### config.mk
export PLATFORM = sky130hd
export DESIGN_NAME = pipe_top
export DESIGN_NICKNAME = d
export VERILOG_FILES = /design/src/pipe_pkg.sv /design/src/pipe_ctrl.sv /design/src/reg_file.sv /design/src/operand_mux.sv /design/src/exec_unit.sv /design/src/pipe_top.sv
export SDC_FILE = /design/constraint.sdc
export NUM_CORES = 1
export LEC_CHECK = 0
export BUFFER_PORTS_ARGS = -buffer_cell sky130_fd_sc_hd__buf_2
export CORE_AREA = 5 5 261 263
export DETAILED_ROUTE_END_ITERATION = 6
export DIE_AREA = 0 0 266 268
export PLACE_DENSITY = 0.79
export REMOVE_ABC_BUFFERS = 1
export SETUP_SLACK_MARGIN = 0.2
export SYNTH_ARGS = -nofsm -noshare
export SYNTH_HDL_FRONTEND = slang
export SYNTH_SLANG_ARGS = --single-unit
### constraint.sdc
create_clock -name clk -period 5.85 [get_ports clk]
set_input_delay 0.2925 -clock clk [delete_from_list [all_inputs] [get_ports clk]]
set_output_delay 0.2925 -clock clk [all_outputs]
set_load 0.005 [all_outputs]
### src/pipe_pkg.sv
// Shared definitions for the three-stage ID/EX/WB integer pipeline.
// Holds widths, opcodes, the instruction word views, operand selects
// and the stage structs that travel between the pipeline modules.
package pipe_pkg;

	//////////////////////////////
	// Widths
	//////////////////////////////

	localparam int DATA_W   = 32;
	localparam int REG_AW   = 4;
	localparam int IMM_W    = 16;
	localparam int OP_W     = 4;
	localparam int NUM_REGS = 1 << REG_AW;

	// Opcodes, any other value executes as ADD
	typedef enum logic [OP_W-1:0] {
		OP_ADD  = 4'd0,
		OP_SUB  = 4'd1,
		OP_AND  = 4'd2,
		OP_OR   = 4'd3,
		OP_XOR  = 4'd4,
		OP_ADDI = 4'd5,
		OP_ORI  = 4'd6,
		OP_XORI = 4'd7
	} opcode_e;

	//////////////////////////////
	// Instruction word
	//////////////////////////////

	// Register-register view
	typedef struct packed {
		logic [OP_W-1:0]   opcode;
		logic [REG_AW-1:0] rd;
		logic [REG_AW-1:0] ra;
		logic [REG_AW-1:0] rb;
		logic [15:0]       unused;
	} instr_r_t;

	// Register-immediate view, imm sits in the low half
	typedef struct packed {
		logic [OP_W-1:0]   opcode;
		logic [REG_AW-1:0] rd;
		logic [REG_AW-1:0] ra;
		logic [3:0]        unused;
		logic [IMM_W-1:0]  imm;
	} instr_i_t;

	// Same 32-bit word, opcode picks the view
	typedef union packed {
		instr_r_t r;
		instr_i_t i;
	} instr_u;

	// Operand sources, IMM only meaningful for operand B
	typedef enum logic [1:0] {
		SEL_RF      = 2'd0,
		SEL_IMM     = 2'd1,
		SEL_EX_FORW = 2'd2,
		SEL_WB_FORW = 2'd3
	} sel_e;

	//////////////////////////////
	// Stage structs
	//////////////////////////////

	typedef struct packed {
		logic              valid;
		opcode_e           op;
		logic [REG_AW-1:0] rd;
	} ex_ctrl_t;

	typedef struct packed {
		logic              valid;
		logic [REG_AW-1:0] rd;
		logic [DATA_W-1:0] data;
	} wb_t;

endpackage

### src/pipe_ctrl.sv
// Pipeline control: holds the ID-stage instruction and decodes it.
// Drives register-file read addresses, operand source selects and the
// sign-extended immediate, turns the stall level into the shared freeze,
// and passes the EX-stage control struct along.
`timescale 1ns/1ps

module pipe_ctrl (
	input  logic                         clk,
	input  logic                         arst_n,
	input  pipe_pkg::instr_u             instr,
	input  logic                         instr_valid,
	input  logic                         stall,
	input  pipe_pkg::wb_t                wb_st,
	output logic [pipe_pkg::REG_AW-1:0] ra_addr,
	output logic [pipe_pkg::REG_AW-1:0] rb_addr,
	output pipe_pkg::sel_e               sel_a,
	output pipe_pkg::sel_e               sel_b,
	output logic [pipe_pkg::DATA_W-1:0] simm,
	output logic                         freeze,
	output pipe_pkg::ex_ctrl_t           ex_ctrl
);
	import pipe_pkg::*;

	// ID stage contents
	instr_u  id_instr;
	logic    id_valid;
	opcode_e id_op;
	logic    id_imm_op;

	// Pick the newest producer of a source register
	function automatic sel_e fwd_sel(
		input logic [REG_AW-1:0] src,
		input logic              ex_valid,
		input logic [REG_AW-1:0] ex_rd,
		input logic              wb_valid,
		input logic [REG_AW-1:0] wb_rd
	);
		sel_e sel;
		sel = SEL_RF;
		if (ex_valid && (ex_rd == src))
			sel = SEL_EX_FORW;
		else if (wb_valid && (wb_rd == src))
			sel = SEL_WB_FORW;
		return sel;
	endfunction

	// ID and EX freeze together on stall
	assign freeze = stall;

	//////////////////////////////
	// ID stage register
	//////////////////////////////

	// Accept only while not frozen, instr_valid ignored under stall
	always_ff @(posedge clk or negedge arst_n) begin
		if (!arst_n) begin
			id_valid <= 1'b0;
			id_instr <= '0;
		end else if (!freeze) begin
			id_valid <= instr_valid;
			if (instr_valid)
				id_instr <= instr;
		end
	end

	//////////////////////////////
	// Decode
	//////////////////////////////

	assign id_op = opcode_e'(id_instr.r.opcode);

	always_comb begin
		id_imm_op = (id_op inside {OP_ADDI, OP_ORI, OP_XORI});
	end

	// Source fields sit at the same place in both views
	assign ra_addr = id_instr.r.ra;
	assign rb_addr = id_instr.r.rb;

	// Sign extend the I-format immediate
	assign simm = {{(DATA_W-IMM_W){id_instr.i.imm[IMM_W-1]}}, id_instr.i.imm};

	// Recomputed every cycle, so a held instruction tracks the stages
	always_comb begin
		sel_a = fwd_sel(ra_addr, ex_ctrl.valid, ex_ctrl.rd, wb_st.valid, wb_st.rd);
		if (id_imm_op)
			sel_b = SEL_IMM;
		else
			sel_b = fwd_sel(rb_addr, ex_ctrl.valid, ex_ctrl.rd, wb_st.valid, wb_st.rd);
	end

	//////////////////////////////
	// EX stage control
	//////////////////////////////

	always_ff @(posedge clk or negedge arst_n) begin
		if (!arst_n) begin
			ex_ctrl <= '0;
		end else if (!freeze) begin
			ex_ctrl.valid <= id_valid;
			ex_ctrl.op    <= id_op;
			ex_ctrl.rd    <= id_instr.r.rd;
		end
	end

endmodule

### src/reg_file.sv
// General purpose register file, 16 x 32 bits.
// Two asynchronous read ports for the ID stage and one write port
// fed from the WB stage entry.
`timescale 1ns/1ps

module reg_file (
	input  logic                         clk,
	input  logic                         arst_n,
	input  logic [pipe_pkg::REG_AW-1:0] ra_addr,
	input  logic [pipe_pkg::REG_AW-1:0] rb_addr,
	input  pipe_pkg::wb_t                wb_st,
	output logic [pipe_pkg::DATA_W-1:0] rf_dataa,
	output logic [pipe_pkg::DATA_W-1:0] rf_datab
);
	import pipe_pkg::*;

	// Register storage
	logic [DATA_W-1:0] regs [NUM_REGS];

	//////////////////////////////
	// Write port
	//////////////////////////////

	// All registers come out of reset at zero
	always_ff @(posedge clk or negedge arst_n) begin
		if (!arst_n) begin
			for (int i = 0; i < NUM_REGS; i++)
				regs[i] <= '0;
		end else if (wb_st.valid) begin
			regs[wb_st.rd] <= wb_st.data;
		end
	end

	//////////////////////////////
	// Read ports
	//////////////////////////////

	// Same-cycle write is covered by WB forwarding, not here
	assign rf_dataa = regs[ra_addr];
	assign rf_datab = regs[rb_addr];

endmodule

### src/operand_mux.sv
// Operand stage between ID and EX.
// Chooses each ALU operand from the register file, the EX result,
// the WB result or the immediate, and registers it for EX.
// The operand registers hold while the pipeline is frozen.
`timescale 1ns/1ps

module operand_mux (
	input  logic                         clk,
	input  logic                         arst_n,
	input  logic                         freeze,
	input  logic [pipe_pkg::DATA_W-1:0] rf_dataa,
	input  logic [pipe_pkg::DATA_W-1:0] rf_datab,
	input  logic [pipe_pkg::DATA_W-1:0] ex_forw,
	input  logic [pipe_pkg::DATA_W-1:0] wb_forw,
	input  logic [pipe_pkg::DATA_W-1:0] simm,
	input  pipe_pkg::sel_e               sel_a,
	input  pipe_pkg::sel_e               sel_b,
	output logic [pipe_pkg::DATA_W-1:0] operand_a,
	output logic [pipe_pkg::DATA_W-1:0] operand_b
);
	import pipe_pkg::*;

	// Selected values ahead of the registers
	logic [DATA_W-1:0] muxed_a;
	logic [DATA_W-1:0] muxed_b;

	//////////////////////////////
	// Source selection
	//////////////////////////////

	// Operand A has no immediate, SEL_IMM falls to the register file
	always_comb begin
		case (sel_a)
			SEL_EX_FORW: muxed_a = ex_forw;
			SEL_WB_FORW: muxed_a = wb_forw;
			default:     muxed_a = rf_dataa;
		endcase
	end

	// Operand B
	always_comb begin
		case (sel_b)
			SEL_IMM:     muxed_b = simm;
			SEL_EX_FORW: muxed_b = ex_forw;
			SEL_WB_FORW: muxed_b = wb_forw;
			default:     muxed_b = rf_datab;
		endcase
	end

	//////////////////////////////
	// Operand registers
	//////////////////////////////

	// Load on every unfrozen edge, ID never stalls without EX
	always_ff @(posedge clk or negedge arst_n) begin
		if (!arst_n) begin
			operand_a <= '0;
			operand_b <= '0;
		end else if (!freeze) begin
			operand_a <= muxed_a;
			operand_b <= muxed_b;
		end
	end

endmodule

### src/exec_unit.sv
// Execute stage and WB register.
// The ALU works on the registered operands and its result feeds both
// the EX forwarding path and the WB register. The WB entry drives the
// register write and the WB forwarding path.
`timescale 1ns/1ps

module exec_unit (
	input  logic                         clk,
	input  logic                         arst_n,
	input  logic                         freeze,
	input  pipe_pkg::ex_ctrl_t           ex_ctrl,
	input  logic [pipe_pkg::DATA_W-1:0] operand_a,
	input  logic [pipe_pkg::DATA_W-1:0] operand_b,
	output logic [pipe_pkg::DATA_W-1:0] ex_forw,
	output pipe_pkg::wb_t                wb_st
);
	import pipe_pkg::*;

	// ALU output
	logic [DATA_W-1:0] alu_result;

	//////////////////////////////
	// ALU
	//////////////////////////////

	// Immediate forms share the base operation, B already holds simm
	always_comb begin
		case (ex_ctrl.op)
			OP_SUB:
				alu_result = operand_a - operand_b;
			OP_AND:
				alu_result = operand_a & operand_b;
			OP_OR,
			OP_ORI:
				alu_result = operand_a | operand_b;
			OP_XOR,
			OP_XORI:
				alu_result = operand_a ^ operand_b;
			// ADD, ADDI and unknown opcodes
			default:
				alu_result = operand_a + operand_b;
		endcase
	end

	// Exposed combinationally for the operand stage
	assign ex_forw = alu_result;

	//////////////////////////////
	// WB register
	//////////////////////////////

	// Under freeze EX is held, so a bubble goes to WB
	// to keep one writeback per instruction
	always_ff @(posedge clk or negedge arst_n) begin
		if (!arst_n) begin
			wb_st <= '0;
		end else begin
			wb_st.valid <= ex_ctrl.valid & ~freeze;
			wb_st.rd    <= ex_ctrl.rd;
			wb_st.data  <= alu_result;
		end
	end

endmodule

### src/pipe_top.sv
// Top level of the three-stage ID/EX/WB integer pipeline.
// Takes one instruction word per instr_valid strobe while stall is low
// and gives one wb pulse per instruction, in program order.
`timescale 1ns/1ps

module pipe_top (
	input  logic             clk,
	input  logic             arst_n,
	input  pipe_pkg::instr_u instr,
	input  logic             instr_valid,
	input  logic             stall,
	output pipe_pkg::wb_t    wb
);
	import pipe_pkg::*;

	// ID to register file and operand stage
	logic [REG_AW-1:0] ra_addr;
	logic [REG_AW-1:0] rb_addr;
	sel_e              sel_a;
	sel_e              sel_b;
	logic [DATA_W-1:0] simm;
	logic              freeze;
	ex_ctrl_t          ex_ctrl;

	// Datapath
	logic [DATA_W-1:0] rf_dataa;
	logic [DATA_W-1:0] rf_datab;
	logic [DATA_W-1:0] operand_a;
	logic [DATA_W-1:0] operand_b;
	logic [DATA_W-1:0] ex_forw;

	//////////////////////////////
	// Control
	//////////////////////////////

	pipe_ctrl i_pipe_ctrl (
		.clk         (clk),
		.arst_n      (arst_n),
		.instr       (instr),
		.instr_valid (instr_valid),
		.stall       (stall),
		.wb_st       (wb),
		.ra_addr     (ra_addr),
		.rb_addr     (rb_addr),
		.sel_a       (sel_a),
		.sel_b       (sel_b),
		.simm        (simm),
		.freeze      (freeze),
		.ex_ctrl     (ex_ctrl)
	);

	//////////////////////////////
	// Datapath
	//////////////////////////////

	reg_file i_reg_file (
		.clk      (clk),
		.arst_n   (arst_n),
		.ra_addr  (ra_addr),
		.rb_addr  (rb_addr),
		.wb_st    (wb),
		.rf_dataa (rf_dataa),
		.rf_datab (rf_datab)
	);

	// WB forwarding taps the WB entry data
	operand_mux i_operand_mux (
		.clk       (clk),
		.arst_n    (arst_n),
		.freeze    (freeze),
		.rf_dataa  (rf_dataa),
		.rf_datab  (rf_datab),
		.ex_forw   (ex_forw),
		.wb_forw   (wb.data),
		.simm      (simm),
		.sel_a     (sel_a),
		.sel_b     (sel_b),
		.operand_a (operand_a),
		.operand_b (operand_b)
	);

	exec_unit i_exec_unit (
		.clk       (clk),
		.arst_n    (arst_n),
		.freeze    (freeze),
		.ex_ctrl   (ex_ctrl),
		.operand_a (operand_a),
		.operand_b (operand_b),
		.ex_forw   (ex_forw),
		.wb_st     (wb)
	);

endmodule

Word level (Yosys, flattened, before mapping). Cells that the tools add are included.

Output and inout bits: 37. Bits of input ports: 36. Register bits: 655.

Equality and inequality tests: 18. Add/subtract/negate cells: 2. Bitwise logic cells: 8. Magnitude comparators: 4. Reduce and logical (&&, ||, !) cells: 9. Mux-type cells: 17.

Operators with widths (count): 512-bit bitwise mux (1); 32-bit binary-select mux with 4-bit select (2); 32-bit 2-to-1 mux (5); 32-bit demux with 4-bit select (1); 32-bit case mux with 4 select lines (1); 32-bit case mux with 3 select lines (1); 32-bit case mux with 2 select lines (1); 32-bit adder (1); 32-bit bitwise AND (1); 32-bit OR (1); 32-bit subtractor (1); 32-bit XOR (1); 4-bit by 3-bit equality test with 1-bit output (second input constant) (6); 4-bit equality test (4); 5-bit >= comparator (second input constant) (3); 4-bit NOT with 5-bit output (3); 2-bit 2-to-1 mux (5); 2-bit equality test (second input constant) (4); 4-bit by 2-bit equality test with 1-bit output (second input constant) (2); 1-bit logical AND (5); 5-bit by 1-bit less-than comparator with 1-bit output (second input constant) (1); 4-bit by 1-bit equality test with 1-bit output (second input constant) (1); 2-bit OR reduction (2); 3-bit nonzero test (1); 4 further kinds (4).

Longest topological paths before layout.
Depth after elaboration: 7. Mapped depth: 19.

Modules after synthesis. From an unflattened synthesis, not the netlist that was laid out.

Cells, all modules: 2822. Area, all modules: 37722.4 um2.

Modules (own cells, without submodules): reg_file (cells each 1675, sequential area each 12812.3 um2, area an instance 26457.9 um2, instances 1); exec_unit (cells each 588, sequential area each 925.9 um2, area an instance 4956.0 um2, instances 1); operand_mux (cells each 395, sequential area each 1601.5 um2, area an instance 4107.7 um2, instances 1); pipe_ctrl (cells each 164, sequential area each 1051.0 um2, area an instance 2200.9 um2, instances 1).

Least setup slack after synthesis. Ideal clock, no wire load.

Path type: register -> register. Start: register i_operand_mux.operand_b[2] (netlist name). End: register i_operand_mux.operand_a[31] (netlist name). Slack: 1.912 ns. Required time: 5.710 ns. Cell stages (with the launch flop): 18. Setup time: 0.140 ns. Arrival: 3.798 ns. Buffers on the path: 1. Clock period less this slack: 3.938 ns. Cells stage by stage: dfrtp_1 nor4_2 nand3_1 or3_1 nor2_1 a31oi_1 xnor2_1 ha_1 clkbuf_1 a21o_1 a31oi_1 nand2_1 a211o_1 and4_4 a211oi_2 xnor2_1 a2111oi_2 a211oi_1.

Longest elaborated chain between the ends: 3. Elaborated cells between the ends (all ways): 4. Those cells by class: add/sub (2); mux (2).

Ends and longest elaborated chain: start, declared (RTL line operand_mux.sv:19) `output logic [pipe_pkg::DATA_W-1:0] operand_b`; start signal, assigned (RTL line operand_mux.sv:61) `operand_b <= muxed_b;`; 32-bit adder or 32-bit subtractor (tied branches) (RTL line exec_unit.sv:41, exec_unit.sv:30); 32-bit case mux with 4 select lines * (RTL line exec_unit.sv:28) `case (ex_ctrl.op)`; 32-bit case mux with 2 select lines * (RTL line operand_mux.sv:33) `case (sel_a)`; end signal, assigned (RTL line operand_mux.sv:60) `operand_a <= muxed_a;`; end, declared (RTL line operand_mux.sv:18) `output logic [pipe_pkg::DATA_W-1:0] operand_a,`.

Every way passes the cells marked *; elsewhere a longest branch is shown, timed or not. A chain may end at the register's enable or synchronous reset.

Worst setup path after layout.
Start: register i_operand_mux.operand_b[2] (netlist name). End: register i_operand_mux.operand_b[25] (netlist name).

Longest elaborated chain between the ends: 3. Elaborated cells between the ends (all ways): 4. Those cells by class: add/sub (2); mux (2).

Ends and longest elaborated chain: 32-bit adder or 32-bit subtractor (tied branches) (RTL line exec_unit.sv:41, exec_unit.sv:30); 32-bit case mux with 4 select lines * (RTL line exec_unit.sv:28); named net ex_forw[25] (RTL line pipe_top.sv:30) `logic [DATA_W-1:0] ex_forw;`; 32-bit case mux with 3 select lines * (RTL line operand_mux.sv:42) `case (sel_b)`.

The timed path passes the listed nets; every way through them passes the cells marked *.

==> results.yml <==
timing:
  setup_viol: 0
  min_period_ns: 4.55
  skew_ns: 0.0232
  slew_viol_final: 0
  worstMarginPinSlew_ns: 1.16
  finalHoldViolCount: 0
  post-route-period-util: 0.777
  relSlewSlack: 0.225
  rsz0062_at_grt: "no"
  setup_tns_ns: 0
  fmax_mhz: 220
route:
  wl_per_cell_um: 26.6
  drt_iter0_markers: 2448
  dr.pass1.iters: 5
  wirelength_um: 97600
  drt_drc_violations_left: 0
  antenna_left: 0
  routed_via_density: 6.73
  vias: 24600
yosys:
  synth_top_cell_by_area: "dfrtp_1"
  yosys_register_bits: 655
  synth_top_area_share: 0.444
  async_reset_ff_frac: 1.00
  yosys_warnings: 0
  synth_cells: 2756
  synth-main-ff-cell: "dfrtp_1"
  synth_seq_area_share: 0.444
  synthTopCellsByArea: "dfrtp_1, mux4_2, mux2_2, ha_1, a211oi_1"
  syn_area_per_cell_um2: 13.4
  netlist-cell-type-count: 64
  synthesis.area_mm2: 0.0370
  synth-edff-count: 0
setup_path:
  critPathRequiredTime_ns: 6.32
  rr_startpoint: "i_operand_mux.operand_b[2]"
  endpoint: "i_operand_mux.operand_b[25]"
  endpoint_kind: "flip-flop"
  setup.worst_path.class: "reg -> reg"
  start_kind: "flip-flop"
  r2r_setup_slack_ns: 1.30
  startpoint: "i_operand_mux.operand_b[2]"
  critPathMaxFanout: 5
  timing.rr.end: "i_operand_mux.operand_b[25]"
  r2r_cells: 16
  cp_data_arrival_time_ns: 5.01
final_layout:
  nNetsFinal: 2881
  seq_area_mm2: 0.0164
  fin_util: 0.625
  area_growth_pct: 10.5
  final_common_cell: "dfrtp_1"
  multi_input_area_mm2: 0.0194
  fill_cells: 4863
  insertedDiodeCount: 0
  drive_gt1_frac: 0.401
  final_cell_mix: "dfrtp_1, mux2_2, mux4_2"
global_routing:
  grt_max_degree: 188
  grt_pass1_wl_um: 156000
  grt_pass1_vias: 26500
  grt_overflow_total: 0
  antenna_found_initial: 0
  grtUsageTotal: 0.277
  grt-busiest-layer: "met2"
  grt.met2_usage: 0.460
  use_met1: 0.376
  use_met3: 0.0418
cts:
  post_cts_buffers: 0
  clkTransAtPathRegs_ns: 0.06
  clockRootBuffer: "clkbuf_16"
  cts_tree: "done"
  cts_hold_buf: 33
  cts_made_buffers: 70
  h-tree-depth: 3
  post_cts_resized: 0
  cts_num_sinks: 655
  clock_latency_ns: 0.63
  clock_path_buffers: 3
power_and_ir_drop:
  ir_worst_vdd_uv: 263
  p_per_area_mw_per_mm2: 517
  p_comb_frac: 0.380
  p_seq_frac: 0.398
  swShare: 0.363
  clkPwrFrac: 0.222
  p_leak_nw: 17.9
  switching_power_w: 0.00767
  p_int_w: 0.0135
outcome:
  outcome: "completed"
floorplanning:
  die_y_um: 268
  io_pins: 73
  core_mm2: 0.0654
  die_w_um: 266
  die_area_mm2: 0.0713
  fp-row-count: 94
  start_util: 0.565
run:
  drv_cap: 0
place:
  dp_hpwl_um: 60900
  gp_congestion: 0.932
  io_buffer_count: 72
worst_hold_path:
  whs_path_depth: 3
  hold_path_class: "in -> reg"
-- synth_stat cells, types with 5 or more instances --
| cell type | n |
|---|---|
| xor2_1 | 21 |
| xnor2_1 | 55 |
| nor2_1 | 74 |
| nand2b_1 | 9 |
| mux4_2 | 288 |
| a21oi_1 | 105 |
| o221ai_1 | 17 |
| o21bai_1 | 7 |
| nor2b_1 | 35 |
| a22oi_1 | 21 |
| inv_1 | 84 |
| mux2i_1 | 39 |
| or3_1 | 9 |
| a2111oi_0 | 8 |
| buf_2 | 39 |
| o21ai_1 | 5 |
| a21o_1 | 12 |
| a31oi_1 | 17 |
| nand2_1 | 95 |
| dfrtp_1 | 655 |
| o31ai_1 | 6 |
| ha_1 | 96 |
| buf_1 | 31 |
| a211oi_1 | 87 |
| nand3_1 | 15 |
| and3_1 | 8 |
| clkbuf_1 | 165 |
| o21ai_0 | 64 |
| o22ai_1 | 16 |
| nor3_1 | 30 |
| a221oi_1 | 29 |
| nand4_1 | 6 |
| mux2_2 | 552 |
-- sequential cells by signal, summed over array words and instances (netlist names) --
register / cells
i_exec_unit.wb_st: 37
i_operand_mux.operand_a: 32
i_operand_mux.operand_b: 32
i_pipe_ctrl.ex_ctrl: 9
i_pipe_ctrl.id_instr: 32
i_pipe_ctrl.id_valid: 1
i_reg_file.regs: 512
-- layout make-up --
class	count	area share
multi-input combinational	1781	0.476
sequential	655	0.402
clock buffer	104	0.0520
timing repair buffer	156	0.0287
tap	864	0.0265
inverter	84	0.00772
clock inverter	20	0.00738
-- power groups by stage --
| stage | clock network, W | logic, W | registers, W |
|---|---|---|---|
| after global placement | 0 | 0.00764 | 0.00813 |
| after floorplan | 0 | 0.00607 | 0.00781 |
| after global routing | 0.00493 | 0.00876 | 0.00866 |
| after CTS | 0.00474 | 0.00802 | 0.00836 |
| after detailed placement | 0 | 0.00793 | 0.00841 |
| final | 0.00469 | 0.00803 | 0.00841 |
-- how the worst min path moves through the flow --
| stage | from | to | slack (ns) |
|---|---|---|---|
| global placement | arst_n | i_reg_file.regs[165] | 0.32 |
| global route | stall | i_pipe_ctrl.id_instr[22] | 0.15 |
| floorplan | arst_n | i_exec_unit.wb_st[0] | -0.003 |
| detailed placement | arst_n | i_reg_file.regs[197] | 0.34 |
| finish | stall | i_pipe_ctrl.id_instr[20] | 0.14 |
| CTS | stall | i_pipe_ctrl.id_instr[22] | 0.12 |
-- through the flow --
stage | total power, W | hold slack [ns] | cells | worst slack [ns] | cell area [um^2]
after floorplan | 0.0139 | -0.00309 | 2520 | -2.84 | 36000
after global placement | 0.0158 | 0.323 | 3507 | 1.35 | 38100
after detailed placement | 0.0163 | 0.336 | 3507 | 1.31 | 38100
after CTS | 0.0211 | 0.119 | 3664 | 1.28 | 40800
after global routing | 0.0224 | 0.147 | 3664 | 0.875 | 40800
final | 0.0211 | 0.145 | 3664 | 1.30 | 40800
-- layer usage --
layer	vias up	routed length, um	share of wire
met5	-	0	0
met4	0	3510	0.036
met3	239	6030	0.062
met2	910	48300	0.50
met1	13000	39700	0.41
li1	10500	-	-
-- kinds of logic (layout without fill, tap and decap cells) --
logic type	Yosys count	count (layout)	synth area share
multiplexers	879	879	0.354
flip-flops	655	655	0.444
AO/OA/AOI/OAI	429	429	0.0776
buffers and inverters	320	364	0.0339
AND/OR/NAND/NOR	300	300	0.0395
adder cells (fa/ha/maj)	97	97	0.0330
XOR/XNOR	76	76	0.0180
-- critical path, stage by stage, from the launching register on --
cell      delay [ns]
dfrtp_1         0.43
nor4_2          0.41
nand3_1         0.20
or3_1           0.53
o41ai_1         0.36
xnor2_1         0.17
ha_1            0.30
a21o_1          0.18
a21o_1          0.17
a21oi_1         0.12
o21ai_0         0.09
a31oi_1         0.38
o221ai_1        0.26
xnor2_1         0.26
o21ai_2         0.09
a221oi_1        0.32
a211oi_1        0.10
No activity file was read; power rests on OpenSTA's default activity.
